==> src/stream_pkg.sv <==
package stream_pkg;

   // ~~~~~~~~~~~~~~~~~~~~~~~~~~~~~~~~~~~~~~~~~~~~~~~~~~~~~~~~~~~~~~~~~~~~~~~~~~~
   // Datapath types
   // ~~~~~~~~~~~~~~~~~~~~~~~~~~~~~~~~~~~~~~~~~~~~~~~~~~~~~~~~~~~~~~~~~~~~~~~~~~~

   typedef logic signed [15:0] sample_t;   // Stream sample
   typedef logic [15:0]        gain_t;     // Unsigned Q8.8, 256 is unity
   typedef logic signed [15:0] offset_t;   // Added after scaling
   typedef logic [31:0]        count_t;    // Status counters wrap

   localparam gain_t gain_unity = 16'd256;

   typedef struct packed {
      logic    enable;
      gain_t   gain;
      offset_t offset;
   } stream_cfg_t;

   // ~~~~~~~~~~~~~~~~~~~~~~~~~~~~~~~~~~~~~~~~~~~~~~~~~~~~~~~~~~~~~~~~~~~~~~~~~~~
   // AXI4-Lite register port
   // ~~~~~~~~~~~~~~~~~~~~~~~~~~~~~~~~~~~~~~~~~~~~~~~~~~~~~~~~~~~~~~~~~~~~~~~~~~~

   typedef logic [7:0]  axil_addr_t;
   typedef logic [31:0] axil_data_t;
   typedef logic [1:0]  axil_resp_t;

   localparam axil_resp_t resp_okay   = 2'b00;
   localparam axil_resp_t resp_slverr = 2'b10;

   // Signals driven by the master
   typedef struct packed {
      logic       aw_valid;
      axil_addr_t aw_addr;
      logic       w_valid;
      axil_data_t w_data;
      logic       b_ready;
      logic       ar_valid;
      axil_addr_t ar_addr;
      logic       r_ready;
   } axil_req_t;

   // Signals driven by the slave
   typedef struct packed {
      logic       aw_ready;
      logic       w_ready;
      logic       b_valid;
      axil_resp_t b_resp;
      logic       ar_ready;
      logic       r_valid;
      axil_data_t r_data;
      axil_resp_t r_resp;
   } axil_rsp_t;

   // Register map, byte addresses
   localparam axil_addr_t addr_ctrl       = 8'h00;   // Bit 0 is enable
   localparam axil_addr_t addr_gain       = 8'h04;
   localparam axil_addr_t addr_offset     = 8'h08;
   localparam axil_addr_t addr_sample_cnt = 8'h0C;   // Read only
   localparam axil_addr_t addr_sat_cnt    = 8'h10;   // Read only

endpackage

==> src/dti.sv <==
`timescale 1ns/1ps

// Valid/ready sample stream. A transfer happens on every edge where
// valid and ready are both high
interface dti;
   import stream_pkg::*;

   sample_t data;
   logic    valid;
   logic    ready;

   modport producer (
      output data,
      output valid,
      input  ready
   );

   modport consumer (
      input  data,
      input  valid,
      output ready
   );

endinterface

==> src/decoupler.sv <==
`timescale 1ns/1ps

module decoupler #(
   parameter int DEPTH = 2
) (
   input logic  clk,
   input logic  rst,
   dti.consumer din,
   dti.producer dout
);
   import stream_pkg::*;

   logic full;   // No room for another sample

   if (DEPTH > 1) begin : g_fifo

      localparam int AW = $clog2(DEPTH);

      logic [AW:0] w_ptr;   // Extra top bit tells full from empty
      logic [AW:0] r_ptr;
      logic [AW:0] fill;    // Samples held, from the pointer distance
      logic        empty;
      sample_t     mem [DEPTH];

      assign empty = (w_ptr == r_ptr);
      assign full  = (w_ptr[AW-1:0] == r_ptr[AW-1:0]) && (w_ptr[AW] != r_ptr[AW]);
      assign fill  = w_ptr - r_ptr;

      always_ff @(posedge clk) begin
         if (rst) begin
            w_ptr <= '0;
         end else if (din.valid && !full) begin
            w_ptr <= w_ptr + 1'b1;
         end
      end

      always_ff @(posedge clk) begin
         if (din.valid && !full) begin
            mem[w_ptr[AW-1:0]] <= din.data;
         end
      end

      always_ff @(posedge clk) begin
         if (rst) begin
            r_ptr <= '0;
         end else if (dout.ready && !empty) begin
            r_ptr <= r_ptr + 1'b1;
         end
      end

      assign din.ready  = !full;
      assign dout.data  = mem[r_ptr[AW-1:0]];
      assign dout.valid = !empty;

      // Pointer wrap relies on the address range matching the depth
      if ((1 << AW) != DEPTH)
         $error("decoupler: DEPTH must be a power of two");

      // Occupancy never exceeds the depth, so no write lands on a full buffer
      a_no_overflow: assert property (@(posedge clk) disable iff (rst) fill <= DEPTH);

   end else begin : g_reg

      sample_t hold_data;
      logic    hold_valid;

      assign full = hold_valid;

      // Takes a new sample only once the old one has left
      always_ff @(posedge clk) begin
         if (rst) begin
            hold_valid <= 1'b0;
         end else if (hold_valid) begin
            if (dout.ready) hold_valid <= 1'b0;
         end else begin
            hold_valid <= din.valid;
         end
      end

      always_ff @(posedge clk) begin
         if (!hold_valid) hold_data <= din.data;
      end

      assign din.ready  = !hold_valid;
      assign dout.data  = hold_data;
      assign dout.valid = hold_valid;

   end

   // ~~~~~~~~~~~~~~~~~~~~~~~~~~~~~~~~~~~~~~~~~~~~~~~~~~~~~~~~~~~~~~~~~~~~~~~~~~~
   // Protocol checks
   // ~~~~~~~~~~~~~~~~~~~~~~~~~~~~~~~~~~~~~~~~~~~~~~~~~~~~~~~~~~~~~~~~~~~~~~~~~~~

   a_hold_stable: assert property (@(posedge clk) disable iff (rst)
      dout.valid && !dout.ready |=> dout.valid && $stable(dout.data));

endmodule

==> src/flat_wrapper.sv <==
// flat-port wrapper written by rule: the top's interface ports become plain ports
module decoupler_flat import stream_pkg::*;
#(
   parameter int DEPTH = 2
)
  (clk, rst, din_data, din_valid, din_ready, dout_data, dout_valid, dout_ready);
  dti din_i ();
  dti dout_i ();
  input logic clk;
  input logic rst;
  input wire logic [$bits(din_i.data)-1:0] din_data;
  input wire logic [$bits(din_i.valid)-1:0] din_valid;
  output wire logic [$bits(din_i.ready)-1:0] din_ready;
  output wire logic [$bits(dout_i.data)-1:0] dout_data;
  output wire logic [$bits(dout_i.valid)-1:0] dout_valid;
  input wire logic [$bits(dout_i.ready)-1:0] dout_ready;
  assign din_i.data = din_data;
  assign din_i.valid = din_valid;
  assign din_ready = din_i.ready;
  assign dout_data = dout_i.data;
  assign dout_valid = dout_i.valid;
  assign dout_i.ready = dout_ready;
  decoupler #(.DEPTH(DEPTH)) u_core (.clk(clk), .rst(rst), .din(din_i), .dout(dout_i));
endmodule
==> config.mk <==
export PLATFORM = sky130hd
export DESIGN_NAME = decoupler_flat
export DESIGN_NICKNAME = d
export VERILOG_FILES = /design/src/stream_pkg.sv /design/src/dti.sv /design/src/decoupler.sv /design/src/flat_wrapper.sv
export SDC_FILE = /design/constraint.sdc
export NUM_CORES = 1
export LEC_CHECK = 0
export BUFFER_PORTS_ARGS = -buffer_cell sky130_fd_sc_hd__buf_2
export CORE_MARGIN = 5
export CORE_UTILIZATION = 40
export CTS_CLUSTER_SIZE = 16
export DETAILED_ROUTE_END_ITERATION = 10
export GPL_TIMING_DRIVEN = 0
export HOLD_SLACK_MARGIN = 0.12
export SYNTH_ARGS = -nofsm -noshare
export SYNTH_HDL_FRONTEND = slang
export SYNTH_SLANG_ARGS = --single-unit
==> constraint.sdc <==
create_clock -name clk -period 2.2 [get_ports clk]
set_clock_uncertainty 0.1 [all_clocks]
set_input_delay 0.44 -clock clk [delete_from_list [all_inputs] [get_ports clk]]
set_output_delay 0.44 -clock clk [all_outputs]
set_load 0.03 [all_outputs]
* After elaboration in Yosys (flattened, before gate mapping)
Memories as Yosys holds them, arrays and structs flattened. A register that Yosys moved wholly into a read port is not among the register bits. Cells that the tools add are included.
Cells by class: reductions and logical operators 5, eq/ne operators 3, add/subtract/negate cells 2, muxes and demuxes 4
Operator list (number):
- 2-bit by 1-bit adder with 2-bit output, second input constant | 2
- 1-bit two-way mux | 4
- 1-bit logical AND | 3
- 2-bit equality test | 1
- 1-bit zero test | 2
- 1-bit equality test | 1
- 1-bit != test | 1
Storage, ports and cells: bits in writable memories 32, register bits 4, memories kept 1, word-level logic and storage cells 17
Memories:
- u_core.g_fifo.mem | depth 2, bits a word 16, rd ports 1, clocked after memory_dff 1, wr ports 1, line decoupler.sv:23 | sample_t mem [DEPTH];

* Depth between registers and ports, before layout
depth in word-level cells 6, gate-level depth with buffers 4, gate-level depth less buffers 3

* Least setup slack after synthesis
Ideal clock, no wire load.
kind reg2reg, start register u_core.g_fifo.w_ptr[1], end memory u_core.g_fifo.mem[1][0] (netlist name), enable pin, required time 1706 ps, arrival time 1430 ps, setup slack 275 ps, clock period less this slack 1925 ps, stages on the path, launching flop included 3, setup time 394 ps, buffers on the path 0, cells stage by stage dfxtp_1 xor2_2 a21oi_1
On the way: word-level cells in the longest chain between the ends 6
RTL lines:
- start, declared | line decoupler.sv:19 | logic [AW:0] w_ptr;
- start signal, assigned | line decoupler.sv:33 | w_ptr <= w_ptr + 1'b1;
- 1-bit != test | line decoupler.sv:26 | assign full = (w_ptr[AW-1:0] == r_ptr[AW-1:0]) && (w_ptr[AW] != r_ptr[AW]);
- 1-bit logical AND | line decoupler.sv:26
- 1-bit zero test | line decoupler.sv:38 | if (din.valid && !full) begin
- 1-bit logical AND | line decoupler.sv:38
- 1-bit two-way mux | line decoupler.sv:38
- 1-bit two-way mux (not written as such) | line decoupler.sv:39 | mem[w_ptr[AW-1:0]] <= din.data;
- end, declared | line decoupler.sv:23
Every way passes these cells.

==> impl_metrics.ini <==
[status]
outcome = finished clean

[finish]
drive_above_1_share = 0.520
antenna_cells = 0
instances_no_fill = 173
final_util = 0.510
layout_common_cells = buf_2, edfxtp_1, mux2_2
fin_nets = 146
mostFrequentLayoutCell = buf_2
num-fill-cells = 306
multi_input_area_um2 = 350
area_growth_pct = 21.3
seq_area_mm2 = 0.00106

[yosys]
synth_top_cell_by_area = edfxtp_1
syn-num-nets = 102
synth_top_area_frac = 0.674
synth-seq-cells = 37
netlist_instances = 82
synthDistinctLibCells = 20
netlist_area_mm2 = 0.00143
yosysWarningCount = 0
syn_avg_cell_area_um2 = 17.4
yosysSeqAreaShare = 0.745
synth.area.top_cells = edfxtp_1, mux2_2, dfxtp_1, a311oi_1, nand2_1

[placement]
preCtsSetupSlack_ns = 0.337
port-buffer-count = 37
place_inst = 166
gp_congestion = 0.665
dp_hpwl_um = 1650

[sta]
holdWs_ns = 0.194
worst_pin_slew_ns = 0.545
fmax_mhz = 481
hold_violations = 0
timing.final.crit_share = 0.945
fin_ws_ns = 0.121
min_period_ns = 2.08
setup_violations = 0
final_max_slew_viol_count = 0
slew_headroom = 0.637
fin_setup_tns_ns = 0
grt_setup_unrepaired = no

[worst_hold_path]
hp-class = in -> reg

[clocking]
clock_latency_ns = 0.32
path_clk_slew_ns = 0.10
hold_buffers = 0
clock-root-buffer = clkbuf_4
cts_tree = built
cts_buffers = 5
cts.path.max_buffers = 2
htree_levels = 2
cts-resized-gates = 0
cts_setup_buffers = 0
clock_sinks = 37

[route]
drt-initial-drc-count = 30
drc = 0
vias = 810
drt_wl_total_um = 2300
wl_per_cell_um = 13.3
vias_per_cell = 4.68
dr.pass1.iters = 4
drtAntennaViolNets = 0

[die]
dieHeight_um = 69.7
row_count = 21
dieArea_mm2 = 0.00486
ios = 38
start_util = 0.420
fp.dieW_um = 69.7
coreArea_mm2 = 0.00339

[setup_path]
startpoint_type = flop
cp.arrival_ns = 1.54
cp_common_cell = buf_2
path_cells = buf_2 -> mux2_2 -> buf_2
max_stage_delay_ns = 0.39
cp.required_ns = 1.66
cp_slowest_cell = mux2_2
crit_family = buffers and inverters
endpoint_kind = output pin
worstSetupPathType = reg -> out
cp_max_fo = 16
path_buf_inv = 2

[power_and_ir_drop]
ir_worst_vdd_v = 0.000462
powerDensity_mw_per_mm2 = 820
leakagePower_nw = 0.653

[grt]
grt_pass1_vias = 850
grt-ovfl-total = 0
antenna_found_initial = 0
grt_usage = 0.105
grt_pass1_wl_um = 3770
grt_max_degree = 17

[flow_run]
drv_cap = 0
[registers in the layout, summed over array words and instances, names as in the netlist, named ones only]
signal and flops:
u_core.g_fifo.w_ptr 2, u_core.g_fifo.r_ptr 2, u_core.g_fifo.mem 32
[where the power goes]
part           total (mW)  switching (mW)  leakage, nW  internal, mW
clock network       0.323           0.201       0.0320         0.122
logic               0.262           0.169        0.281        0.0930
registers           0.833          0.0163        0.340         0.817
[cell type report]
type                       instances  area share
buffer                             2     0.00507
clock buffer                       6      0.0239
clock inverter                     2     0.00579
inverter                           1     0.00217
multi-input combinational         41       0.203
sequential                        37       0.614
tap                               46      0.0333
timing repair buffer              38       0.114
[routing by layer]
| layer | track usage | vias up | share of wire |
|---|---|---|---|
| li1 | - | 401 | - |
| met1 | 0.110 | 378 | 0.41 |
| met2 | 0.177 | 27 | 0.50 |
| met3 | 0.0391 | 4 | 0.073 |
| met4 | 0.0638 | 0 | 0.017 |
| met5 | 0 | - | 0 |
[worst paths after layout]
check	endpoint	startpoint	slack, ns	depth (start not counted)
hold / removal	u_core.g_fifo.mem[0][13]	din_data[13]	0.19	1
setup reg to reg	u_core.g_fifo.mem[0][6]	u_core.g_fifo.r_ptr[0]	0.46	4
hold reg to reg	u_core.g_fifo.r_ptr[1]	u_core.g_fifo.w_ptr[1]	0.47	2
setup / recovery	dout_data[12]	flop	0.12	3
[synthesized netlist by cell type, drive strengths merged]
| library cell | number |
|---|---|
| xor2 | 1 |
| a21oi | 3 |
| and3b | 1 |
| a211o | 1 |
| nor2 | 3 |
| inv | 1 |
| a311oi | 3 |
| mux2i | 1 |
| dfxtp | 5 |
| buf | 2 |
| nand2 | 6 |
| o21ai | 1 |
| and2b | 1 |
| edfxtp | 32 |
| xnor2 | 2 |
| nand4 | 1 |
| mux2 | 16 |
| clkbuf | 1 |
| o21bai | 1 |
[stage by stage]
stage / power [mW] / area (um^2)
final: 1.42 / 1730
after global routing: 1.50 / 1730
after CTS: 1.44 / 1730
after detailed placement: 1.12 / 1680
after global placement: 1.11 / 1670
after floorplan: 1.03 / 1430
[worst reg2reg max path, cell delays in order, from the launching register on]
cell and delay [ns]:
dfxtp_1 0.32, clkbuf_1 0.32, inv_1 0.12, nand2_2 0.10, and3b_2 0.44
[cell families (layout without fill, tap and decap cells)]
kind of cell / Yosys count / after routing / share of synthesized area
AO/OA/AOI/OAI: 9 / 9 / 0.0439
XOR/XNOR: 3 / 3 / 0.0237
buffers and inverters: 4 / 49 / 0.0123
flip-flops: 37 / 37 / 0.745
multiplexers: 17 / 17 / 0.133
AND/OR/NAND/NOR: 12 / 12 / 0.0422
Power figures use the tool's default switching activity.
