===== src/stream_pkg.sv =====
package stream_pkg;

   // ~~~~~~~~~~~~~~~~~~~~~~~~~~~~~~~~~~~~~~~~~~~~~~~~~~~~~~~~~~~~~~~~~~~~~~~~~~~
   // Datapath types
   // ~~~~~~~~~~~~~~~~~~~~~~~~~~~~~~~~~~~~~~~~~~~~~~~~~~~~~~~~~~~~~~~~~~~~~~~~~~~

   typedef logic signed [15:0] sample_t;   // Stream sample
   typedef logic [15:0]        gain_t;     // Unsigned Q8.8, 256 is unity
   typedef logic signed [15:0] offset_t;   // Added after scaling
   typedef logic [31:0]        count_t;    // Status counters wrap

   localparam gain_t gain_unity = 16'd256;

   typedef struct packed {
      logic    enable;
      gain_t   gain;
      offset_t offset;
   } stream_cfg_t;

   // ~~~~~~~~~~~~~~~~~~~~~~~~~~~~~~~~~~~~~~~~~~~~~~~~~~~~~~~~~~~~~~~~~~~~~~~~~~~
   // AXI4-Lite register port
   // ~~~~~~~~~~~~~~~~~~~~~~~~~~~~~~~~~~~~~~~~~~~~~~~~~~~~~~~~~~~~~~~~~~~~~~~~~~~

   typedef logic [7:0]  axil_addr_t;
   typedef logic [31:0] axil_data_t;
   typedef logic [1:0]  axil_resp_t;

   localparam axil_resp_t resp_okay   = 2'b00;
   localparam axil_resp_t resp_slverr = 2'b10;

   // Signals driven by the master
   typedef struct packed {
      logic       aw_valid;
      axil_addr_t aw_addr;
      logic       w_valid;
      axil_data_t w_data;
      logic       b_ready;
      logic       ar_valid;
      axil_addr_t ar_addr;
      logic       r_ready;
   } axil_req_t;

   // Signals driven by the slave
   typedef struct packed {
      logic       aw_ready;
      logic       w_ready;
      logic       b_valid;
      axil_resp_t b_resp;
      logic       ar_ready;
      logic       r_valid;
      axil_data_t r_data;
      axil_resp_t r_resp;
   } axil_rsp_t;

   // Register map, byte addresses
   localparam axil_addr_t addr_ctrl       = 8'h00;   // Bit 0 is enable
   localparam axil_addr_t addr_gain       = 8'h04;
   localparam axil_addr_t addr_offset     = 8'h08;
   localparam axil_addr_t addr_sample_cnt = 8'h0C;   // Read only
   localparam axil_addr_t addr_sat_cnt    = 8'h10;   // Read only

endpackage


===== src/dti.sv =====
`timescale 1ns/1ps

// Valid/ready sample stream. A transfer happens on every edge where
// valid and ready are both high
interface dti;
   import stream_pkg::*;

   sample_t data;
   logic    valid;
   logic    ready;

   modport producer (
      output data,
      output valid,
      input  ready
   );

   modport consumer (
      input  data,
      input  valid,
      output ready
   );

endinterface


===== src/gain_stage.sv =====
`timescale 1ns/1ps

module gain_stage (
   input  logic                    clk,
   input  logic                    rst,
   input  stream_pkg::stream_cfg_t cfg,
   dti.consumer                    din,
   dti.producer                    dout,
   output logic                    sat_pulse
);
   import stream_pkg::*;

   localparam logic signed [25:0] sum_max = 26'sd32767;
   localparam logic signed [25:0] sum_min = -26'sd32768;

   logic signed [16:0] gain_s;     // Gain with a zero sign bit
   logic signed [32:0] product;
   logic signed [32:0] shifted;
   logic signed [25:0] sum;        // Wide enough for any scaled value plus offset
   sample_t            result;
   logic               result_sat;
   sample_t            out_data;
   logic               out_valid;
   logic               out_sat;
   logic               accept;

   assign din.ready = !out_valid || dout.ready;   // Empty, or emptying this cycle
   assign accept    = din.valid && din.ready;

   always_comb begin
      gain_s     = {1'b0, cfg.gain};
      product    = 33'(din.data) * 33'(gain_s);
      shifted    = product >>> 8;   // Drop the Q8.8 fraction
      sum        = $signed(shifted[25:0]) + 26'(cfg.offset);
      result     = din.data;
      result_sat = 1'b0;
      if (cfg.enable) begin
         if (sum > sum_max) begin
            result     = 16'sh7FFF;
            result_sat = 1'b1;
         end else if (sum < sum_min) begin
            result     = -16'sh8000;
            result_sat = 1'b1;
         end else begin
            result = sum[15:0];
         end
      end
   end

   always_ff @(posedge clk) begin
      if (rst) begin
         out_valid <= 1'b0;
      end else if (accept) begin
         out_valid <= 1'b1;
      end else if (dout.ready) begin
         out_valid <= 1'b0;
      end
   end

   always_ff @(posedge clk) begin
      if (accept) begin
         out_data <= result;
         out_sat  <= result_sat;
      end
   end

   assign dout.data  = out_data;
   assign dout.valid = out_valid;
   assign sat_pulse  = out_valid && dout.ready && out_sat;   // One per clamped transfer

   // A clamped transfer leaves on one of the two rails
   a_sat_on_transfer: assert property (@(posedge clk) disable iff (rst)
      sat_pulse |-> dout.valid && dout.ready
                    && (dout.data == 16'sh7FFF || dout.data == 16'sh8000));

endmodule


===== src/flat_wrapper.sv =====
// flat-port wrapper written by rule: the top's interface ports become plain ports
module gain_stage_flat import stream_pkg::*;
  (clk, rst, cfg, sat_pulse, din_data, din_valid, din_ready, dout_data, dout_valid, dout_ready);
  dti din_i ();
  dti dout_i ();
  input  logic clk;
  input  logic rst;
  input  stream_pkg::stream_cfg_t cfg;
  output logic sat_pulse;
  input wire logic [$bits(din_i.data)-1:0] din_data;
  input wire logic [$bits(din_i.valid)-1:0] din_valid;
  output wire logic [$bits(din_i.ready)-1:0] din_ready;
  output wire logic [$bits(dout_i.data)-1:0] dout_data;
  output wire logic [$bits(dout_i.valid)-1:0] dout_valid;
  input wire logic [$bits(dout_i.ready)-1:0] dout_ready;
  assign din_i.data = din_data;
  assign din_i.valid = din_valid;
  assign din_ready = din_i.ready;
  assign dout_data = dout_i.data;
  assign dout_valid = dout_i.valid;
  assign dout_i.ready = dout_ready;
  gain_stage u_core (.clk(clk), .rst(rst), .cfg(cfg), .din(din_i), .dout(dout_i), .sat_pulse(sat_pulse));
endmodule

===== config.mk =====
export PLATFORM = sky130hd
export DESIGN_NAME = gain_stage_flat
export DESIGN_NICKNAME = d
export VERILOG_FILES = /design/src/stream_pkg.sv /design/src/dti.sv /design/src/gain_stage.sv /design/src/flat_wrapper.sv
export SDC_FILE = /design/constraint.sdc
export NUM_CORES = 1
export LEC_CHECK = 0
export BUFFER_PORTS_ARGS = -buffer_cell sky130_fd_sc_hd__buf_4
export CORE_AREA = 2 2 121 211
export CTS_BUF_LIST = sky130_fd_sc_hd__clkbuf_8
export DETAILED_ROUTE_END_ITERATION = 6
export DIE_AREA = 0 0 123 213
export PLACE_DENSITY = 0.72
export SLEW_MARGIN = 20
export SYNTH_ARGS = -nofsm -noshare
export SYNTH_HDL_FRONTEND = slang
export SYNTH_SLANG_ARGS = --single-unit

===== constraint.sdc =====
create_clock -name clk -period 25.7 [get_ports clk]
set_input_delay 2.57 -clock clk [delete_from_list [all_inputs] [get_ports clk]]
set_output_delay 2.57 -clock clk [all_outputs]
set_load 0.01 [all_outputs]

== After elaboration in Yosys (flattened, before gate mapping) ==
Index checks and enable logic that the tools add are counted.
Cells by class
  muxes and demuxes: 7
  multipliers: 1
  $lt $le $gt $ge: 2
  reduce and logical (&&, ||, !) cells: 6
  add/subtract/negate cells: 1
Operator list (count)
  2-to-1 mux 16 bit: 3
  multiplier 16 x 17 -> 33 bit: 1
  adder 25 x 16 -> 26 bit: 1
  greater-than comparator 26 x 16 -> 1 bit (second input constant): 1
  < comparator 26 x 16 -> 1 bit (second input constant): 1
  2-to-1 mux 1 bit: 4
  logical AND 1 bit: 3
  nonzero test 2 bit: 1
  zero test 1 bit: 1
  logical OR 1 bit: 1
Storage, ports and cells
  flip-flop bits (word level): 18
  output and inout port bits: 19
  input bits: 53
  word-level logic and storage cells: 20

== Longest topological paths before layout ==
  word-level depth: 6
  gate-level depth with buffers: 36
  mapped depth without buffers: 32

== Worst setup path after synthesis ==
Ideal clock, no wire load.
  path type: input to register
  from: in din_data[3]
  to: reg u_core.out_data[14], in the netlist u_core.dout.data[14], data pin
  arrival: 10561 ps
  path buffers: 4
  path slack: 14873 ps
  stages: 33
  cells stage by stage: clkbuf_1 clkbuf_1 nand2_1 fa_1 fa_1 fa_1 fa_1 inv_1 fa_1 inv_1 fa_1 inv_1 ha_1 a21o_1 a31o_2 a32oi_2 a21boi_0 o21ai_0 a21boi_0 o21a_1 o311ai_0 ha_1 buf_6 and4_4 and3_4 a211oi_4 a2111oi_2 or3_1 a21oi_1 nand4_2 buf_2 o21bai_1 o211ai_1
On the way
  longest elaborated chain between the ends: 6
  elaborated cells on any way between the ends: 7
Ends and longest elaborated chain
  start, declared: RTL line flat_wrapper.sv:10  | input wire logic [$bits(din_i.data)-1:0] din_data;
  multiplier 16 x 17 -> 33 bit (*): RTL line gain_stage.sv:32  | product = 33'(din.data) * 33'(gain_s);
  adder 25 x 16 -> 26 bit (*): RTL line gain_stage.sv:34  | sum = $signed(shifted[25:0]) + 26'(cfg.offset);
  < comparator 26 x 16 -> 1 bit: RTL line gain_stage.sv:41  | end else if (sum < sum_min) begin
  2-to-1 mux 16 bit: RTL line gain_stage.sv:41
  2-to-1 mux 16 bit (*): RTL line gain_stage.sv:38  | if (sum > sum_max) begin
  2-to-1 mux 16 bit (*): RTL line gain_stage.sv:37  | if (cfg.enable) begin
  named net u_core.result[14]: RTL line gain_stage.sv:20  | sample_t result;
  end signal, assigned: RTL line gain_stage.sv:62  | out_data <= result;
  end, declared: RTL line gain_stage.sv:22  | sample_t out_data;
Mark *: on every way through the listed nets, which the timed path passes. The rest lies on a longest branch.
A chain may end at the register's enable or synchronous reset.

== Final worst setup path ==
  from: in cfg[21] (netlist bit)
  to: reg u_core.out_data[3], in the netlist u_core.dout.data[3], data pin
On the way
  longest elaborated chain between the ends: 6
  elaborated cells on any way between the ends: 7
Ends and longest elaborated chain
  start, declared: RTL line flat_wrapper.sv:8  | input stream_pkg::stream_cfg_t cfg;
  multiplier 16 x 17 -> 33 bit (*): RTL line gain_stage.sv:32
  adder 25 x 16 -> 26 bit (*): RTL line gain_stage.sv:34
  < comparator 26 x 16 -> 1 bit: RTL line gain_stage.sv:41
  2-to-1 mux 16 bit: RTL line gain_stage.sv:41
  2-to-1 mux 16 bit (*): RTL line gain_stage.sv:38
  2-to-1 mux 16 bit (*): RTL line gain_stage.sv:37
  named net u_core.result[3]: RTL line gain_stage.sv:20
Marked as above.

==> impl_summary.log <==
[metrics] outcome: finished, final reports clean
[metrics] Startpoint Class: primary input
[metrics] clock tree from TritonCTS: done
[metrics] Fin Setup TNS: 0 ns
[metrics] Worst EP arrival: 12.45 ns
[metrics] syn_area_per_cell: 8.60 µm²
[metrics] vias per cell: 5.51
[metrics] number of detailed-route iterations in the first pass: 5
[metrics] hold slack: about 0.52 ns
[metrics] count of filler cells inserted in the layout: 2363
[metrics] vias in the first global route: 9828
[metrics] Detailed Place HPWL: 23700 µm
[metrics] antenna viol nets, final: 0
[metrics] final antenna diode count: 0
[metrics] synthesis warning total: 0
[metrics] final non-filler cell total: 1607
[metrics] launching element of the worst setup path: cfg[21]
[metrics] layout cells sized above 1: 7.41%
[metrics] maximum clock frequency: 80.9 MHz
[metrics] crit-path max FO: 18
[metrics] net count reported at finish: 1691
[metrics] total count of hold-check failures in the final report: 0
[metrics] CP Buf/Inv Count: 5
[metrics] Worst Hold Launch: u_core.dout.valid
[metrics] path type of the worst min-delay path: reg -> reg
[metrics] number of port buffers: 71
[metrics] cell count after synthesis: 1268
[metrics] Hold Buf Count CTS: 0
[metrics] global-route wire length before repair: between 40000 and 50000 µm
[metrics] count of state elements after synthesis: 18
[metrics] Final Slew Violations: 0
[metrics] floorplan row count: 76
[metrics] slowest library cell on the worst path: a21oi_2
[metrics] routability cong.: 0.923
[metrics] count of cells resized by post-cts repair: 0
[metrics] main flop type after synthesis: edfxtp_1
[metrics] initial antenna violation count: 0
[metrics] number of buffers inserted during clock tree synthesis: 3
[metrics] largest stage delay on the critical path: 0.77 ns
[metrics] number of enable flip-flop cells after synthesis: 17
[metrics] hold-critical path depth: 2
[metrics] register clock-pin slew on the reported worst setup and hold paths: 0.07 ns
[metrics] Syn Nets: 1663
[metrics] all-layer global routing usage: about a quarter
[metrics] count of max-cap constraint violations: 0
[metrics] startpoint of the lowest-slack register-to-register path: u_core.dout.valid
[metrics] instance count after placement with tap cells included: ~1600
[metrics] worst-skew pair later-pin latency: ~0.26 ns
[metrics] clock buffer depth: 2
[metrics] crit-path leading delay family: compound AO/OA/AOI/OAI gates
[metrics] length of routed wiring on met1: 10300 µm
[metrics] CORE AREA: 24500 µm²
[metrics] post-route DRC violation count: 0
[metrics] number of endpoints failing setup at the final stage: 0
[metrics] data required time of the worst path: 25.80 ns
[metrics] CTS root buffer: clkbuf_8
[metrics] relative slew slack: 37.5%
[metrics] Unique masters post-synth: 69
[metrics] sort of element at the end of the critical path: register
[metrics] highest metal used: met4
[metrics] Top-Level Pins: 72
[metrics] transition time at the pin with the least slew margin: between 0.9 and 1 ns
[metrics] total congestion overflow: 0
[metrics] number of buffers inserted by post-CTS setup repair: 0
[metrics] initial standard-cell utilization of the core: 44.5%
[metrics] die height: between 200 and 250 µm
[metrics] die footprint: between 20000 and 30000 µm²
[metrics] post-synthesis to final-layout area growth: 6.99%
[metrics] RSZ-0062 raised after global routing: no
[metrics] wire length on met2: 15400 µm
[metrics] clk_skew: 0.00290 ns
[metrics] level count of the clock H-tree: 1
[metrics] critical path's most frequent cell: fa_1
[metrics] Period minus WS final: ~12 ns
[metrics] Starting DRT DRC Count: 476
[metrics] sink of the worst hold path: u_core.dout.valid
[metrics] via count of the routed design: 8855
[metrics] part of the Yosys area used for sequential elements: 4.86%
[metrics] fraction of registers with async set or reset after synthesis: 0%
[metrics] cell area after synthesis: 10900 µm²
[metrics] routed wl met3: 1010 µm
[metrics] final clock period utilization by the worst path: roughly half
[metrics] clock sinks: 18
[metrics] overall die width: 123 µm
[metrics] Critical R2R Capture: u_core.dout.data[11]
[metrics] wirelength, routed: roughly 29000 µm
[metrics] maximum number of pins on one net before global-route repair: 19
[metrics] path type of the worst setup path: in -> reg
[metrics] worst r2r path cells: 2
[metrics] register-to-register setup slack: 24.22 ns
[metrics] average wire per cell in the routed design: 17.9 µm
## synthesized netlist by cell type, drive strengths merged (2+ instances only)
cell type | n | area share [%]
buf | 13 | 0.69
a2111oi | 3 | 0.30
o2bb2ai | 14 | 1.2
a21o | 11 | 0.76
and3 | 6 | 0.39
a311oi | 2 | 0.22
or3 | 4 | 0.23
and2 | 114 | 6.5
ha | 148 | 17
nand2 | 160 | 5.5
xor2 | 18 | 1.4
o311ai | 2 | 0.16
nor3 | 8 | 0.41
inv | 257 | 8.8
and4 | 2 | 0.18
xnor2 | 21 | 1.7
a211oi | 2 | 0.30
o41ai | 2 | 0.23
nand4 | 10 | 0.63
nor3b | 3 | 0.21
clkbuf | 35 | 1.2
nand3 | 13 | 0.60
edfxtp | 17 | 4.7
nor2 | 44 | 1.5
o211ai | 9 | 0.62
a32oi | 2 | 0.23
or2 | 2 | 0.11
a31o | 2 | 0.16
o21a | 5 | 0.34
a21oi | 60 | 2.9
o21bai | 5 | 0.34
a21boi | 4 | 0.28
a31oi | 3 | 0.17
a22oi | 2 | 0.14
fa | 194 | 36
nor2b | 6 | 0.34
nand2b | 16 | 0.92
o21ai | 33 | 1.5
## state kept, by name, indices dropped and copies added (netlist names)
register and cells:
u_core.out_sat 1, u_core.dout.valid 1, u_core.dout.data 16
## per-layer routing
| metal | track usage [%] | vias to the layer above |
|---|---|---|
| met5 | 0 | - |
| met4 | 13.7 | 0 |
| met3 | 1.44 | 110 |
| met2 | 43.6 | 259 |
| met1 | 25.7 | 4439 |
| li1 | - | 4047 |
## worst register-to-register path: stages, from the launching register on
cell,delay (ns)
dfxtp_1,0.32
nand2b_1,0.10
and2_1,0.68
## logic make-up after synthesis
logic type / after synthesis / share of synthesized area (%)
flip-flops: 18 / 4.86
AO/OA/AOI/OAI: 169 / 10.6
buffers and inverters: 306 / 10.8
adder cells (fa/ha/maj): 342 / 52.6
AND/OR/NAND/NOR: 393 / 18.0
multiplexers: 1 / 0.0918
XOR/XNOR: 39 / 3.13
## how the worst max path moves through the flow
stage | endpoint | slack, ns | cells after the start
after global routing | u_core.dout.data[3] | 12.81 | 31
after floorplan | u_core.dout.data[14] | 14.87 | 33
after detailed placement | u_core.dout.data[3] | 13.27 | 31
after global placement | u_core.dout.data[7] | 13.45 | 31
final | u_core.dout.data[3] | 13.34 | 31
after CTS | u_core.dout.data[3] | 13.52 | 31
## cell type report
| cell class | count | area [µm²] | area share, % |
|---|---|---|---|
| Multi-Input combinational cell | 944 | 9200 | 78.9 |
| Inverter | 258 | 968 | 8.30 |
| Timing Repair Buffer | 71 | 533 | 4.57 |
| Sequential cell | 18 | 531 | 4.55 |
| Tap cell | 312 | 390 | 3.35 |
| Clock buffer | 3 | 41.3 | 0.354 |
| Clock inverter | 1 | 3.75 | 0.0322 |
## per-stage QoR
stage          utilization (%)  cell area [µm²]  setup WS, ns
4_1_cts                   47.6            11700         13.52
6_report                  47.6            11700         13.34
3_3_place_gp              47.4            11600         13.45
2_1_floorplan                -            10900         14.87
3_5_place_dp              47.4            11600         13.27
5_1_grt                   47.6            11700         12.81
## placed cells by master (no fill, tap or decap), drive strengths merged, types with 5 or more instances in the layout
cell and count:
inv 257, fa 194, nand2 160, ha 148, and2 114, buf 71
a21oi 60, nor2 44, o21ai 33, xnor2 21, xor2 18, edfxtp 17
nand2b 16, o2bb2ai 14, nand3 13, a21o 11, nand4 10, o211ai 9
nor3 8, nor2b 6, and3 6, o21a 5, o21bai 5
Power is left out: the tool's default activity adds up to more than one toggle a clock period on the data nets, which glitch-free logic cannot reach.
