## src/stream_pkg.sv

```systemverilog
package stream_pkg;

   // ~~~~~~~~~~~~~~~~~~~~~~~~~~~~~~~~~~~~~~~~~~~~~~~~~~~~~~~~~~~~~~~~~~~~~~~~~~~
   // Datapath types
   // ~~~~~~~~~~~~~~~~~~~~~~~~~~~~~~~~~~~~~~~~~~~~~~~~~~~~~~~~~~~~~~~~~~~~~~~~~~~

   typedef logic signed [15:0] sample_t;   // Stream sample
   typedef logic [15:0]        gain_t;     // Unsigned Q8.8, 256 is unity
   typedef logic signed [15:0] offset_t;   // Added after scaling
   typedef logic [31:0]        count_t;    // Status counters wrap

   localparam gain_t gain_unity = 16'd256;

   typedef struct packed {
      logic    enable;
      gain_t   gain;
      offset_t offset;
   } stream_cfg_t;

   // ~~~~~~~~~~~~~~~~~~~~~~~~~~~~~~~~~~~~~~~~~~~~~~~~~~~~~~~~~~~~~~~~~~~~~~~~~~~
   // AXI4-Lite register port
   // ~~~~~~~~~~~~~~~~~~~~~~~~~~~~~~~~~~~~~~~~~~~~~~~~~~~~~~~~~~~~~~~~~~~~~~~~~~~

   typedef logic [7:0]  axil_addr_t;
   typedef logic [31:0] axil_data_t;
   typedef logic [1:0]  axil_resp_t;

   localparam axil_resp_t resp_okay   = 2'b00;
   localparam axil_resp_t resp_slverr = 2'b10;

   // Signals driven by the master
   typedef struct packed {
      logic       aw_valid;
      axil_addr_t aw_addr;
      logic       w_valid;
      axil_data_t w_data;
      logic       b_ready;
      logic       ar_valid;
      axil_addr_t ar_addr;
      logic       r_ready;
   } axil_req_t;

   // Signals driven by the slave
   typedef struct packed {
      logic       aw_ready;
      logic       w_ready;
      logic       b_valid;
      axil_resp_t b_resp;
      logic       ar_ready;
      logic       r_valid;
      axil_data_t r_data;
      axil_resp_t r_resp;
   } axil_rsp_t;

   // Register map, byte addresses
   localparam axil_addr_t addr_ctrl       = 8'h00;   // Bit 0 is enable
   localparam axil_addr_t addr_gain       = 8'h04;
   localparam axil_addr_t addr_offset     = 8'h08;
   localparam axil_addr_t addr_sample_cnt = 8'h0C;   // Read only
   localparam axil_addr_t addr_sat_cnt    = 8'h10;   // Read only

endpackage

```

## src/stream_ctrl.sv

```systemverilog
`timescale 1ns/1ps

module stream_ctrl (
   input  logic                    clk,
   input  logic                    rst,
   input  stream_pkg::axil_req_t   axil_req,
   output stream_pkg::axil_rsp_t   axil_rsp,
   output stream_pkg::stream_cfg_t cfg,
   input  logic                    out_fire,
   input  logic                    sat_pulse
);
   import stream_pkg::*;

   typedef enum logic {w_idle, w_resp} write_state_t;
   typedef enum logic {r_idle, r_resp} read_state_t;

   write_state_t w_state;
   read_state_t  r_state;
   stream_cfg_t  cfg_q;
   count_t       sample_cnt;
   count_t       sat_cnt;
   logic         wr_accept;
   logic         rd_accept;
   logic         wr_mapped;
   logic         rd_mapped;
   axil_data_t   rd_word;
   axil_resp_t   b_resp_q;
   axil_resp_t   r_resp_q;
   axil_data_t   r_data_q;

   // Address and data are taken together, one transaction at a time
   assign wr_accept = (w_state == w_idle) && axil_req.aw_valid && axil_req.w_valid;
   assign rd_accept = (r_state == r_idle) && axil_req.ar_valid;

   // Only the configuration registers are writable
   assign wr_mapped = (axil_req.aw_addr == addr_ctrl) || (axil_req.aw_addr == addr_gain)
                      || (axil_req.aw_addr == addr_offset);

   always_comb begin
      rd_mapped = 1'b1;
      case (axil_req.ar_addr)
         addr_ctrl:       rd_word = {31'b0, cfg_q.enable};
         addr_gain:       rd_word = {16'b0, cfg_q.gain};
         addr_offset:     rd_word = 32'(cfg_q.offset);   // Sign extended
         addr_sample_cnt: rd_word = sample_cnt;
         addr_sat_cnt:    rd_word = sat_cnt;
         default: begin
            rd_word   = '0;
            rd_mapped = 1'b0;
         end
      endcase
   end

   // ~~~~~~~~~~~~~~~~~~~~~~~~~~~~~~~~~~~~~~~~~~~~~~~~~~~~~~~~~~~~~~~~~~~~~~~~~~~
   // Write channel and configuration registers
   // ~~~~~~~~~~~~~~~~~~~~~~~~~~~~~~~~~~~~~~~~~~~~~~~~~~~~~~~~~~~~~~~~~~~~~~~~~~~

   always_ff @(posedge clk) begin
      if (rst) begin
         w_state      <= w_idle;
         cfg_q.enable <= 1'b0;
         cfg_q.gain   <= gain_unity;
         cfg_q.offset <= '0;
      end else begin
         case (w_state)
            w_idle: if (wr_accept) begin
               w_state  <= w_resp;
               b_resp_q <= wr_mapped ? resp_okay : resp_slverr;
               case (axil_req.aw_addr)
                  addr_ctrl:   cfg_q.enable <= axil_req.w_data[0];
                  addr_gain:   cfg_q.gain   <= axil_req.w_data[15:0];
                  addr_offset: cfg_q.offset <= axil_req.w_data[15:0];
                  default:     ;   // Read-only or unmapped, nothing changes
               endcase
            end
            w_resp: if (axil_req.b_ready) w_state <= w_idle;
            default: w_state <= w_idle;
         endcase
      end
   end

   // ~~~~~~~~~~~~~~~~~~~~~~~~~~~~~~~~~~~~~~~~~~~~~~~~~~~~~~~~~~~~~~~~~~~~~~~~~~~
   // Read channel and status counters
   // ~~~~~~~~~~~~~~~~~~~~~~~~~~~~~~~~~~~~~~~~~~~~~~~~~~~~~~~~~~~~~~~~~~~~~~~~~~~

   always_ff @(posedge clk) begin
      if (rst) begin
         r_state <= r_idle;
      end else begin
         case (r_state)
            r_idle: if (rd_accept) begin
               r_state  <= r_resp;
               r_data_q <= rd_word;   // Snapshot at acceptance
               r_resp_q <= rd_mapped ? resp_okay : resp_slverr;
            end
            r_resp: if (axil_req.r_ready) r_state <= r_idle;
            default: r_state <= r_idle;
         endcase
      end
   end

   always_ff @(posedge clk) begin
      if (rst) begin
         sample_cnt <= '0;
         sat_cnt    <= '0;
      end else begin
         if (out_fire)  sample_cnt <= sample_cnt + 1'b1;
         if (sat_pulse) sat_cnt    <= sat_cnt + 1'b1;
      end
   end

   assign cfg = cfg_q;

   assign axil_rsp.aw_ready = wr_accept;
   assign axil_rsp.w_ready  = wr_accept;
   assign axil_rsp.b_valid  = (w_state == w_resp);
   assign axil_rsp.b_resp   = b_resp_q;
   assign axil_rsp.ar_ready = (r_state == r_idle);
   assign axil_rsp.r_valid  = (r_state == r_resp);
   assign axil_rsp.r_data   = r_data_q;
   assign axil_rsp.r_resp   = r_resp_q;

   // A response must follow a handshake seen at the port one cycle earlier
   a_b_after_req: assert property (@(posedge clk) disable iff (rst)
      $rose(axil_rsp.b_valid) |-> $past(axil_req.aw_valid && axil_rsp.aw_ready
                                        && axil_req.w_valid && axil_rsp.w_ready));

   a_r_after_req: assert property (@(posedge clk) disable iff (rst)
      $rose(axil_rsp.r_valid) |-> $past(axil_req.ar_valid && axil_rsp.ar_ready));

endmodule

```

## config.mk

```make
export PLATFORM = sky130hd
export DESIGN_NAME = stream_ctrl
export DESIGN_NICKNAME = d
export VERILOG_FILES = /design/src/stream_pkg.sv /design/src/stream_ctrl.sv
export SDC_FILE = /design/constraint.sdc
export NUM_CORES = 1
export LEC_CHECK = 0
export BUFFER_PORTS_ARGS = -buffer_cell sky130_fd_sc_hd__buf_2
export CORE_AREA = 2 2 162 133
export CTS_CLUSTER_DIAMETER = 80
export DETAILED_ROUTE_END_ITERATION = 8
export DIE_AREA = 0 0 164 135
export PLACE_DENSITY = 0.51
export REMOVE_ABC_BUFFERS = 1
export SLEW_MARGIN = 40
export SYNTH_ARGS = -nofsm -noshare
export SYNTH_HDL_FRONTEND = slang
export SYNTH_SLANG_ARGS = --single-unit
```

## constraint.sdc

```tcl
create_clock -name clk -period 6.1 [get_ports clk]
set_input_delay 0 -clock clk [delete_from_list [all_inputs] [get_ports clk]]
set_output_delay 0 -clock clk [all_outputs]
set_load 0.01 [all_outputs]
```

# ---- After elaboration in Yosys (flattened, before gate mapping)
# Cells that the tools add are included.
# W data, S select, Z words.
dict set report word_totals {
  ff_bits 135
  latch_bits 0
  mem_bits_rw 0
  romBits 0
  input_bits 57
  wordCells 44
  mem_count 0
}
dict set report op_classes {
  addsub 2
  mul 0
  div 0
  magnitude_cmp 0
  n_eq_ne 6
  shifts 0
  muxes 10
  bitwise_logic 3
  reduce_logical 13
}
# op n
set op_table {}
lappend op_table {{$pmux W32 S5} 1}
lappend op_table {{$add A32 B1 Y32 const B} 2}
lappend op_table {{$eq A8 B4 Y1 const B} 3}
lappend op_table {{$eq A8 B3 Y1 const B} 2}
lappend op_table {{$logic_not A8 Y1} 2}
lappend op_table {{$reduce_and A3 Y1} 5}
lappend op_table {{$eq A8 B5 Y1 const B} 1}
lappend op_table {{$mux W1} 5}
lappend op_table {{$reduce_or A5 Y1} 1}
lappend op_table {{$mux W2} 2}
lappend op_table {{$pmux W1 S2} 2}
lappend op_table {{$logic_and A1 B1 Y1} 3}
lappend op_table {{$not A1 Y1} 3}
lappend op_table {{$logic_or A1 B1 Y1} 2}

# ---- Depth between registers and ports, before layout
# Gate-level depths: netlist of the first run.
dict set report depth {
  word_depth 5
  mapped_depth 7
  ltp_nobuf 5
}

# ---- Worst setup path after synthesis of the first run
# Ideal clock, no wire load.
dict set report synth_path {
  path_kind {register -> register}
  start {reg r_state}
  end {reg r_data_q[0] (enable)}
  arrival_time_ps 2806
  required_ps 5629
  slack_ps 2822
  path_stages_with_launch 2
  path_buffers 0
  synth_period_minus_slack_ps 3278
  cell_sequence {dfxtp_1 -> nor3b_1}
}
dict set report synth_between {
  elab_chain_len 3
}
# element line_no
set synth_lines {}
lappend synth_lines {{from (decl)} stream_ctrl.sv:18} ;# read_state_t r_state;
lappend synth_lines {{from (signal assigned)} stream_ctrl.sv:88} ;# r_state <= r_idle;
lappend synth_lines {{from (signal assigned)} stream_ctrl.sv:92} ;# r_state <= r_resp;
lappend synth_lines {{from (signal assigned)} stream_ctrl.sv:96} ;# r_resp: if (axil_req.r_ready) r_state <= r_idle;
lappend synth_lines {{$not A1 Y1 (*)} n/a}
lappend synth_lines {{$logic_and A1 B1 Y1} stream_ctrl.sv:33} ;# assign rd_accept = (r_state == r_idle) && axil_req.ar_valid;
lappend synth_lines {{$reduce_and A3 Y1 (no source line) (*)} n/a}
lappend synth_lines {{to (signal assigned)} stream_ctrl.sv:93} ;# r_data_q <= rd_word;
lappend synth_lines {{to (decl)} stream_ctrl.sv:29} ;# axil_data_t r_data_q;
# Every way passes the cells marked *; elsewhere a longest branch is shown, timed or not.
# A chain may end at the register's enable or synchronous reset.

# ---- Worst setup path in the final report of the first run
dict set report layout_path {
  start {reg sample_cnt[7]}
  end {reg sample_cnt[26]}
}
dict set report layout_between {
  elab_chain_len 1
}
# element line_no
set layout_lines {}
lappend layout_lines {{from (decl)} stream_ctrl.sv:20} ;# count_t sample_cnt;
lappend layout_lines {{from (signal assigned)} stream_ctrl.sv:107} ;# if (out_fire) sample_cnt <= sample_cnt + 1'b1;
lappend layout_lines {{$add A32 B1 Y32} stream_ctrl.sv:107}
# Every way passes these cells.

==> results of run 1 <==
[power by group through the flow]
| stage | combinational [mW] | clock, mW | sequential [mW] |
|---|---|---|---|
| floorplan | 0.0204 | 0 | 0.945 |
| global placement | 0.0712 | 0 | 0.940 |
| detailed placement | 0.0736 | 0 | 0.941 |
| CTS | 0.0886 | 1.11 | 0.922 |
| global route | 0.0963 | 1.15 | 0.923 |
| finish | 0.0885 | 1.09 | 0.922 |
[flip-flops by register name (all words and copies together) (netlist names)]
| signal | flops |
|---|---|
| b_resp_q | 1 |
| cfg | 33 |
| r_data_q | 32 |
| r_resp_q | 1 |
| r_state | 1 |
| sample_cnt | 32 |
| sat_cnt | 32 |
| w_state | 1 |
[critical path: stages (launching register included)]
cell and delay, ns:
sky130_fd_sc_hd__dfxtp_1 0.44, sky130_fd_sc_hd__nand4_2 0.22, sky130_fd_sc_hd__or4_1 0.91, sky130_fd_sc_hd__or4_1 0.62, sky130_fd_sc_hd__a21oi_1 0.14
[metal layers]
layer	part of all wire [%]	track usage (%)	wire (um)
met5	0	0	0
met4	1.0	4.386	176
met3	4.5	3.655	771
met2	46	24.49	7748
met1	49	21.36	8282
[through the flow]
| step | total power [mW] | setup WS [ns] | util [%] |
|---|---|---|---|
| after floorplan | 0.9655 | 2.775 | - |
| after global placement | 1.011 | 3.791 | 33.44 |
| after detailed placement | 1.015 | 3.710 | 33.45 |
| after CTS | 2.120 | 3.688 | 38.04 |
| after global routing | 2.173 | 3.514 | 38.06 |
| final | 2.102 | 3.700 | 38.06 |
[area by class of cell]
| cell class | instances | area (um^2) |
|---|---|---|
| clock buffers | 20 | 500.5 |
| well taps | 269 | 336.6 |
| repair buffers | 150 | 924.6 |
| flip-flops and latches | 133 | 3003 |
| clock inverters | 12 | 136.4 |
| fillers | 2020 | 12640 |
| multi-input cells | 426 | 2824 |
| inverters | 11 | 41.29 |
[repair_timing]
action,in CTS,in global routing
hold buffers,30,0
setup buffers,0,0
hold endpoints to repair,44,0
[synthesized netlist by cell type, types with 2 or more instances]
master	count
sky130_fd_sc_hd__and3_1	9
sky130_fd_sc_hd__nand4_1	21
sky130_fd_sc_hd__xnor2_1	13
sky130_fd_sc_hd__nand3_1	15
sky130_fd_sc_hd__inv_1	11
sky130_fd_sc_hd__nand2b_1	3
sky130_fd_sc_hd__nor3_1	4
sky130_fd_sc_hd__a221o_1	31
sky130_fd_sc_hd__and4_1	6
sky130_fd_sc_hd__and2_1	2
sky130_fd_sc_hd__xor2_1	10
sky130_fd_sc_hd__mux2_2	3
sky130_fd_sc_hd__or2_2	2
sky130_fd_sc_hd__or3_1	14
sky130_fd_sc_hd__o21ai_0	10
sky130_fd_sc_hd__dfxtp_1	99
sky130_fd_sc_hd__ha_1	2
sky130_fd_sc_hd__nor4_2	2
sky130_fd_sc_hd__or4_1	29
sky130_fd_sc_hd__nor2_1	82
sky130_fd_sc_hd__nand2_1	27
sky130_fd_sc_hd__clkbuf_1	34
sky130_fd_sc_hd__a21oi_1	37
sky130_fd_sc_hd__buf_1	2
sky130_fd_sc_hd__nor2b_1	6
sky130_fd_sc_hd__mux2i_1	36
sky130_fd_sc_hd__buf_2	6
sky130_fd_sc_hd__buf_4	6
sky130_fd_sc_hd__nand4_2	2
sky130_fd_sc_hd__edfxtp_1	34
sky130_fd_sc_hd__o31ai_1	25
sky130_fd_sc_hd__nor4_1	9
sky130_fd_sc_hd__a22oi_1	15
[kinds of logic after synthesis]
kind of cell | count (synthesis) | share of synthesized area (%)
adders and majority gates | 2 | 0.4128
and+or+nand+nor | 238 | 21.30
other | 1 | 0.06187
AOI/OAI and AO/OA | 122 | 14.51
xor gates and xnor gates | 23 | 3.324
muxes | 39 | 6.503
DFF | 133 | 49.55
buffers and inverters | 60 | 4.335
[path summary, 6_finish.rpt]
check | start | endpoint | slack (ns) | depth (start not counted)
worst max-delay path | sample_cnt[7] | sample_cnt[26] | 3.70 | 4
worst min-delay path | axil_req[5] | r_resp_q[1] | 0.01 | 3
worst max register to register | sample_cnt[7] | sample_cnt[26] | 3.70 | 4
worst min register to register | sample_cnt[31] | sample_cnt[31] | 0.49 | 2
==> out/summary.log, run 1 <==
[floorplan] I/O pin cnt 131
[sta] portion of the clock cycle consumed by the worst path in the final layout 39.35%
[pwr] Peak supply drop 0.0001517 V
[logic_synthesis] post-synthesis register bit count 133
[pwr] cell internal power dissipation 1.633 mW
[detailed_routing] Via density 5.274
[detailed_routing] Via Count 5,385
[min_path] Hold Path Class input port to flop
[floorplan] horizontal extent of the die 164 um
[clocking] clock-pin slew on the worst setup and hold paths 0.06 ns
[final_layout] count of placed standard cells in the final layout, fillers left out 1,021
[place] weighted congestion reported at the end of routability-driven placement 0.8102
[sta] transition time of the tightest slew-check pin 0.7592 ns
[run_status] outcome finished, final reports clean
[logic_synthesis] top_reg_cell synth sky130_fd_sc_hd__dfxtp_1
[sta] count of final setup violators 0
[pwr] switching share of power 22.33%
[place] Placed Instances 959
[pwr] fraction of power consumed by combinational cells 4.2%
[setup_path] arrival time worst endpoint 2.75 ns
[clocking] number of levels in the clock H-tree 4
[setup_path] Crit. End Element flop
[detailed_routing] post-detailed-route DRC marker count 0
[global_routing] GRT overflow 0
[logic_synthesis] post-synthesis cell area 6061 um^2
[place] Cell Area, Placed 6825 um^2
[sta] Worst Hold Margin 0.01493 ns
[global_routing] number of antenna violations at the first check in global routing 0
[global_routing] largest net degree at the start of global routing 78
[logic_synthesis] Synth Area per Inst 9.807 um^2
[setup_path] category of the critical setup timing path flop to flop
[clocking] Clock Sinks 133
[pwr] power per cell area 270.7 nW/um^2
[final_layout] leading cell types in the layout, fill and taps excluded 112 x sky130_fd_sc_hd__buf_2, 99 x sky130_fd_sc_hd__dfxtp_1, 82 x sky130_fd_sc_hd__nor2_1, 37 x sky130_fd_sc_hd__a21oi_1, 36 x sky130_fd_sc_hd__mux2i_1
[floorplan] area of the die 22,140 um^2
[sta] setup TNS after final layout 0 ns
[detailed_routing] Detail Route Antenna Nets 0
[flow_run] total of max-cap violations 0
[detailed_routing] routed wirelength normalized by instance count 16.63 um
[logic_synthesis] area share of the largest cell type after synthesis 32.70%
[final_layout] nets 798
[floorplan] area inside the core boundary 20,410 um^2
[detailed_routing] wire length reported by the detailed router 16.98 mm
[logic_synthesis] share of flip-flops with an asynchronous set or reset after synthesis 0%
[detailed_routing] Starting DRT DRC Count 346
[place] half-perimeter wire length of the detailed placement result 11.32 mm
[sta] final hold violation count 0
[logic_synthesis] biggest area consumer among synthesized cells sky130_fd_sc_hd__dfxtp_1
[final_layout] most frequent standard cell in the layout excluding fill and tap cells sky130_fd_sc_hd__buf_2
[sta] final clock skew 0.009781 ns
[logic_synthesis] count of flip-flops with a built-in enable after synthesis 34
[pwr] standby leakage power 3.044 nW
[global_routing] global-route wire length before repair 26.90 mm
[floorplan] Chip Height 135 um
[setup_path] CP Max Fanout 18
[clocking] buffer levels on the longest clock path 2
[sta] final-report max-slew violation count 0
[clocking] insertion delay to the later sink of the worst-skew pair 0.43 ns
[floorplan] effective utilization at floorplan 29.70%
[clocking] clock root buffer master sky130_fd_sc_hd__clkbuf_16
[final_layout] area growth from synthesis to layout 28.14%
[clocking] number of gates resized after CTS 0
[logic_synthesis] post-synthesis sequential area ratio 49.55%
[pwr] proportion of power drawn by the clock network 51.9%
[setup_path] required time of the worst setup path 6.45 ns
[logic_synthesis] distinct cell type count of the synthesized netlist 44
[global_routing] vias in the first global route 5,191
[clocking] total clock buffers created by CTS 17
[final_layout] final standard cell area without fillers 7766 um^2
[logic_synthesis] top area cells in the synthesized netlist sky130_fd_sc_hd__dfxtp_1 33%, sky130_fd_sc_hd__edfxtp_1 17%, sky130_fd_sc_hd__mux2i_1 5.9%, sky130_fd_sc_hd__a221o_1 5.1%, sky130_fd_sc_hd__nor2_1 5.1%
[sta] post-layout minimum cycle time 2.400 ns
[final_layout] antenna cell count 0
[floorplan] count of standard-cell rows 47
[logic_synthesis] Gate Count Post-Synth 618
[sta] achievable clock frequency 416.6 MHz
[clocking] CTS tree built
[pwr] net load switching power 0.4695 mW
[logic_synthesis] yosys synthesis warning count 0
[detailed_routing] number of iterations in the first detailed-routing pass 5
[place] Port-buffer cells 112
[global_routing] GRT Resource Usage Total 15.56%
[pwr] proportion of power drawn by flip-flops and latches 43.9%
[sta] tightest slew margin relative to the limit 49.16%
[setup_path] Critical Path Source Type flop
[sta] setup repair after global routing missed its margin false
[final_layout] share of layout cells above drive strength 1 22.07%
No activity file was read; power rests on OpenSTA's default activity.
==> run 2: changes to the inputs <==
--- a/config.mk
+++ b/config.mk
@@ -5,12 +5,13 @@
 export SDC_FILE = /design/constraint.sdc
 export NUM_CORES = 1
 export LEC_CHECK = 0
+export ABC_AREA = 1
 export BUFFER_PORTS_ARGS = -buffer_cell sky130_fd_sc_hd__buf_2
-export CORE_AREA = 2 2 162 133
+export CORE_AREA = 2 2 171 139
 export CTS_CLUSTER_DIAMETER = 80
 export DETAILED_ROUTE_END_ITERATION = 8
-export DIE_AREA = 0 0 164 135
-export PLACE_DENSITY = 0.51
+export DIE_AREA = 0 0 173 141
+export PLACE_DENSITY = 0.52
 export REMOVE_ABC_BUFFERS = 1
 export SLEW_MARGIN = 40
 export SYNTH_ARGS = -nofsm -noshare
==> constraint.sdc (replaced) <==
create_clock -name clk -period 2.1 [get_ports clk]
set_input_delay 0 -clock clk [delete_from_list [all_inputs] [get_ports clk]]
set_output_delay 0 -clock clk [all_outputs]
set_load 0.01 [all_outputs]
==> run 2 against run 1 <==
Global-route usage rose by 1.6 points. Sequential share of layout area shrank 2.6 points. Synthesized area rose by 11%. Routed wire length increased by 22%. Clock skew rose by 0.0092 ns. Worst setup slack worse by 3.3 ns. Critical path depth increased by 4.
==> out/summary.log, run 2 <==
[run_status] outcome finished, final reports clean
[pwr] net load switching power 1.463 mW
[floorplan] area of the die 24,390 um^2
[setup_path] Critical Path Source Type flop
[setup_path] capturing point of the worst reg2reg path sat_cnt[28]
[clocking] number of levels in the clock H-tree 4
[final_layout] flip-flop count of the largest register after layout 33
[setup_path] largest incremental delay on the critical path 0.41 ns
[logic_synthesis] post-synthesis cell area 6700 um^2
[floorplan] I/O pin cnt 131
[floorplan] area inside the core boundary 22,900 um^2
[setup_path] arrival time worst endpoint 2.04 ns
[pwr] proportion of power drawn by flip-flops and latches 45.5%
[setup_path] required time of the worst setup path 2.42 ns
[logic_synthesis] cell types with the highest counts after synthesis 250 x sky130_fd_sc_hd__nand2_1, 172 x sky130_fd_sc_hd__nor2_1, 99 x sky130_fd_sc_hd__dfxtp_1
[sta] count of final setup violators 0
[detailed_routing] wire length reported by the detailed router 20.79 mm
[min_path] source of the worst hold timing path axil_req[6]
[global_routing] vias in the first global route 5,933
[place] half-perimeter wire length of the detailed placement result 15.43 mm
[place] minimum setup slack after placement 0.4638 ns
[logic_synthesis] top_reg_cell synth sky130_fd_sc_hd__dfxtp_1
[floorplan] count of standard-cell rows 50
[logic_synthesis] area share of the largest cell type after synthesis 29.58%
[min_path] worst-case hold path end point r_resp_q[1]
[clocking] Clock Sinks 133
[detailed_routing] Detail Route Antenna Nets 0
[global_routing] global-route wire length before repair 32.96 mm
[detailed_routing] Starting DRT DRC Count 515
[setup_path] CP Max Fanout 6
[clocking] total clock buffers created by CTS 17
[global_routing] number of antenna violations at the first check in global routing 0
[detailed_routing] Via density 4.662
[sta] final clock skew 0.01897 ns
[sta] final-report max-slew violation count 0
[sta] transition time of the tightest slew-check pin 0.5460 ns
[final_layout] area growth from synthesis to layout 24.30%
[final_layout] area taken by multi-input logic gates 3201 um^2
[setup_path] Worst R2R Path Depth 8
[detailed_routing] Via Count 6,527
[min_path] Hold Path Class input port to flop
[setup_path] worst reg2reg path startpoint sat_cnt[0]
[final_layout] register cell area after layout 3003 um^2
[detailed_routing] post-detailed-route DRC marker count 0
[final_layout] most frequent standard cell in the layout excluding fill and tap cells sky130_fd_sc_hd__nand2_1
[setup_path] dominant delay contributor by cell family on the critical path simple AND/OR/NAND/NOR gates
[final_layout] FILL cells 2,482
[setup_path] Slowest cell on crit path sky130_fd_sc_hd__dfxtp_1
[setup_path] Crit. End Element flop
[clocking] buffer levels on the longest clock path 2
[global_routing] GRT overflow 0
[place] Port-buffer cells 112
[pwr] cell internal power dissipation 4.422 mW
[pwr] Peak supply drop 0.0005780 V
[logic_synthesis] distinct cell type count of the synthesized netlist 36
[pwr] switching share of power 24.86%
[sta] portion of the clock cycle consumed by the worst path in the final layout 81.65%
[pwr] power after layout 5.885 mW
[setup_path] cell breakdown of the critical path ha_1 -> nand3_1 -> nor2_1 -> nand3_1 -> nor2_1 -> nand3_1 -> nand2_1 -> nor2_1
[sta] setup repair after global routing missed its margin false
[setup_path] category of the critical setup timing path flop to flop
[logic_synthesis] Synth Area per Inst 7.083 um^2
[clocking] CTS tree built
[final_layout] share of layout cells above drive strength 1 17.92%
[clocking] clock-pin slew on the worst setup and hold paths 0.06 ns
[place] Cell Area, Placed 7530 um^2
[sta] final hold violation count 0
[sta] setup TNS after final layout 0 ns
[clocking] clock root buffer master sky130_fd_sc_hd__clkbuf_16
[global_routing] GRT Resource Usage Total 17.13%
[final_layout] leading cell types in the layout, fill and taps excluded 250 x sky130_fd_sc_hd__nand2_1, 171 x sky130_fd_sc_hd__nor2_1, 112 x sky130_fd_sc_hd__buf_2, 99 x sky130_fd_sc_hd__dfxtp_1, 96 x sky130_fd_sc_hd__nand3_1
[place] weighted congestion reported at the end of routability-driven placement 0.8541
[logic_synthesis] count of flip-flops with a built-in enable after synthesis 34
[final_layout] antenna cell count 0
[setup_path] Worst R2R Setup Slack 0.39 ns
[pwr] fraction of power consumed by combinational cells 4.8%
[setup_path] critical path buffer and inverter count 0
[sta] achievable clock frequency 583.2 MHz
[floorplan] horizontal extent of the die 173 um
[detailed_routing] number of iterations in the first detailed-routing pass 4
[floorplan] Chip Height 141 um
[detailed_routing] routed wirelength normalized by instance count 14.85 um
[pwr] power per cell area 706.6 nW/um^2
[logic_synthesis] Gate Count Post-Synth 946
[sta] tightest slew margin relative to the limit 63.51%
[logic_synthesis] share of flip-flops with an asynchronous set or reset after synthesis 0%
[logic_synthesis] post-synthesis sequential area ratio 44.82%
[clocking] insertion delay to the later sink of the worst-skew pair 0.44 ns
[sta] least setup slack across all paths after layout 0.3853 ns
[logic_synthesis] biggest area consumer among synthesized cells sky130_fd_sc_hd__dfxtp_1
[logic_synthesis] top area cells in the synthesized netlist sky130_fd_sc_hd__dfxtp_1 30%, sky130_fd_sc_hd__edfxtp_1 15%, sky130_fd_sc_hd__nand2_1 14%, sky130_fd_sc_hd__nor2_1 9.6%, sky130_fd_sc_hd__nand3_1 7.2%
[logic_synthesis] yosys synthesis warning count 0
[global_routing] largest net degree at the start of global routing 36
[pwr] standby leakage power 3.216 nW
[floorplan] effective utilization at floorplan 29.26%
[pwr] proportion of power drawn by the clock network 49.7%
[sta] post-layout minimum cycle time 1.715 ns
[final_layout] final standard cell area without fillers 8328 um^2
[logic_synthesis] post-synthesis register bit count 133
[logic_synthesis] leading cell type by number of instances after synthesis sky130_fd_sc_hd__nand2_1
[min_path] number of cells traversed by the worst hold path 3
[clocking] number of buffers inserted to repair setup after CTS 0
[flow_run] total of max-cap violations 0
[final_layout] nets 1,134
==> run 2: changes by cell type in the layout (fill, tap and decap cells not counted), moves of 29 or more <==
cell,delta
sky130_fd_sc_hd__a221o_1,-31
sky130_fd_sc_hd__inv_1,+64
sky130_fd_sc_hd__mux2i_1,-36
sky130_fd_sc_hd__nand2_1,+223
sky130_fd_sc_hd__nand3_1,+81
sky130_fd_sc_hd__nor2_1,+89
sky130_fd_sc_hd__or4_1,-29
==> run 2: metal layers <==
metal | share of wire, % | track usage [%]
met2 | 41 | 25.03
met1 | 51 | 25.12
met4 | 0.97 | 4.014
met5 | 0 | 0
met3 | 6.7 | 4.423
==> run 2: how the worst max path moves through the flow <==
stage | startpoint | endpoint | slack, ns | cells after the start
finish | sat_cnt[0] | sat_cnt[28] | 0.39 | 8
global route | sat_cnt[0] | sat_cnt[24] | 0.24 | 8
global placement | sample_cnt[0] | sample_cnt[14] | 0.47 | 8
CTS | sample_cnt[0] | sample_cnt[14] | 0.45 | 8
floorplan | r_state | r_data_q[0] | -0.25 | 3
detailed placement | sample_cnt[0] | sample_cnt[14] | 0.46 | 8
==> run 2: cells by family after synthesis <==
group                      synth area share [%]
buffers and inverters                     7.582
AOI/OAI and AO/OA                         7.283
and+or+nand+nor                           38.84
adders and majority gates                0.3734
other                                   0.05597
DFF                                       44.82
xor gates and xnor gates                  1.046
==> run 2: area by class of cell <==
| class | instances | share of cell area [%] |
|---|---|---|
| inverters | 82 | 3.696 |
| repair buffers | 144 | 10.31 |
| clock inverters | 15 | 1.713 |
| multi-input cells | 697 | 38.43 |
| well taps | 312 | 4.687 |
| clock buffers | 17 | 5.108 |
| flip-flops and latches | 133 | 36.06 |
==> run 2: worst register-to-register path, stage by stage, from the launching register on <==
cell                      delay, ns
sky130_fd_sc_hd__dfxtp_1       0.41
sky130_fd_sc_hd__ha_1          0.23
sky130_fd_sc_hd__nand3_1       0.13
sky130_fd_sc_hd__nor2_1        0.21
sky130_fd_sc_hd__nand3_1       0.15
sky130_fd_sc_hd__nor2_1        0.25
sky130_fd_sc_hd__nand3_1       0.11
sky130_fd_sc_hd__nand2_1       0.07
sky130_fd_sc_hd__nor2_1        0.04
==> run 2: repair_timing <==
action                    in CTS  in global routing
hold endpoints to repair      42                  0
resized for setup              0                  0
hold buffers                  23                  0
==> run 2: power groups by stage <==
stage / clock, mW / combinational (mW) / sequential, mW
final: 2.93 / 0.281 / 2.68
after global placement: 0 / 0.250 / 2.73
after global routing: 3.09 / 0.311 / 2.68
after CTS: 2.97 / 0.284 / 2.68
after detailed placement: 0 / 0.251 / 2.73
after floorplan: 0 / 0.0929 / 2.74
==> run 2: metrics by stage <==
step / hold WS [ns] / cells / utilization, %
floorplan: 0.06907 / 912 / -
global placement: 0.1940 / 1345 / 32.89
detailed placement: 0.2072 / 1345 / 32.89
CTS: 0.06283 / 1400 / 36.37
global route: 0.09118 / 1400 / 36.37
finish: 0.04343 / 1400 / 36.37
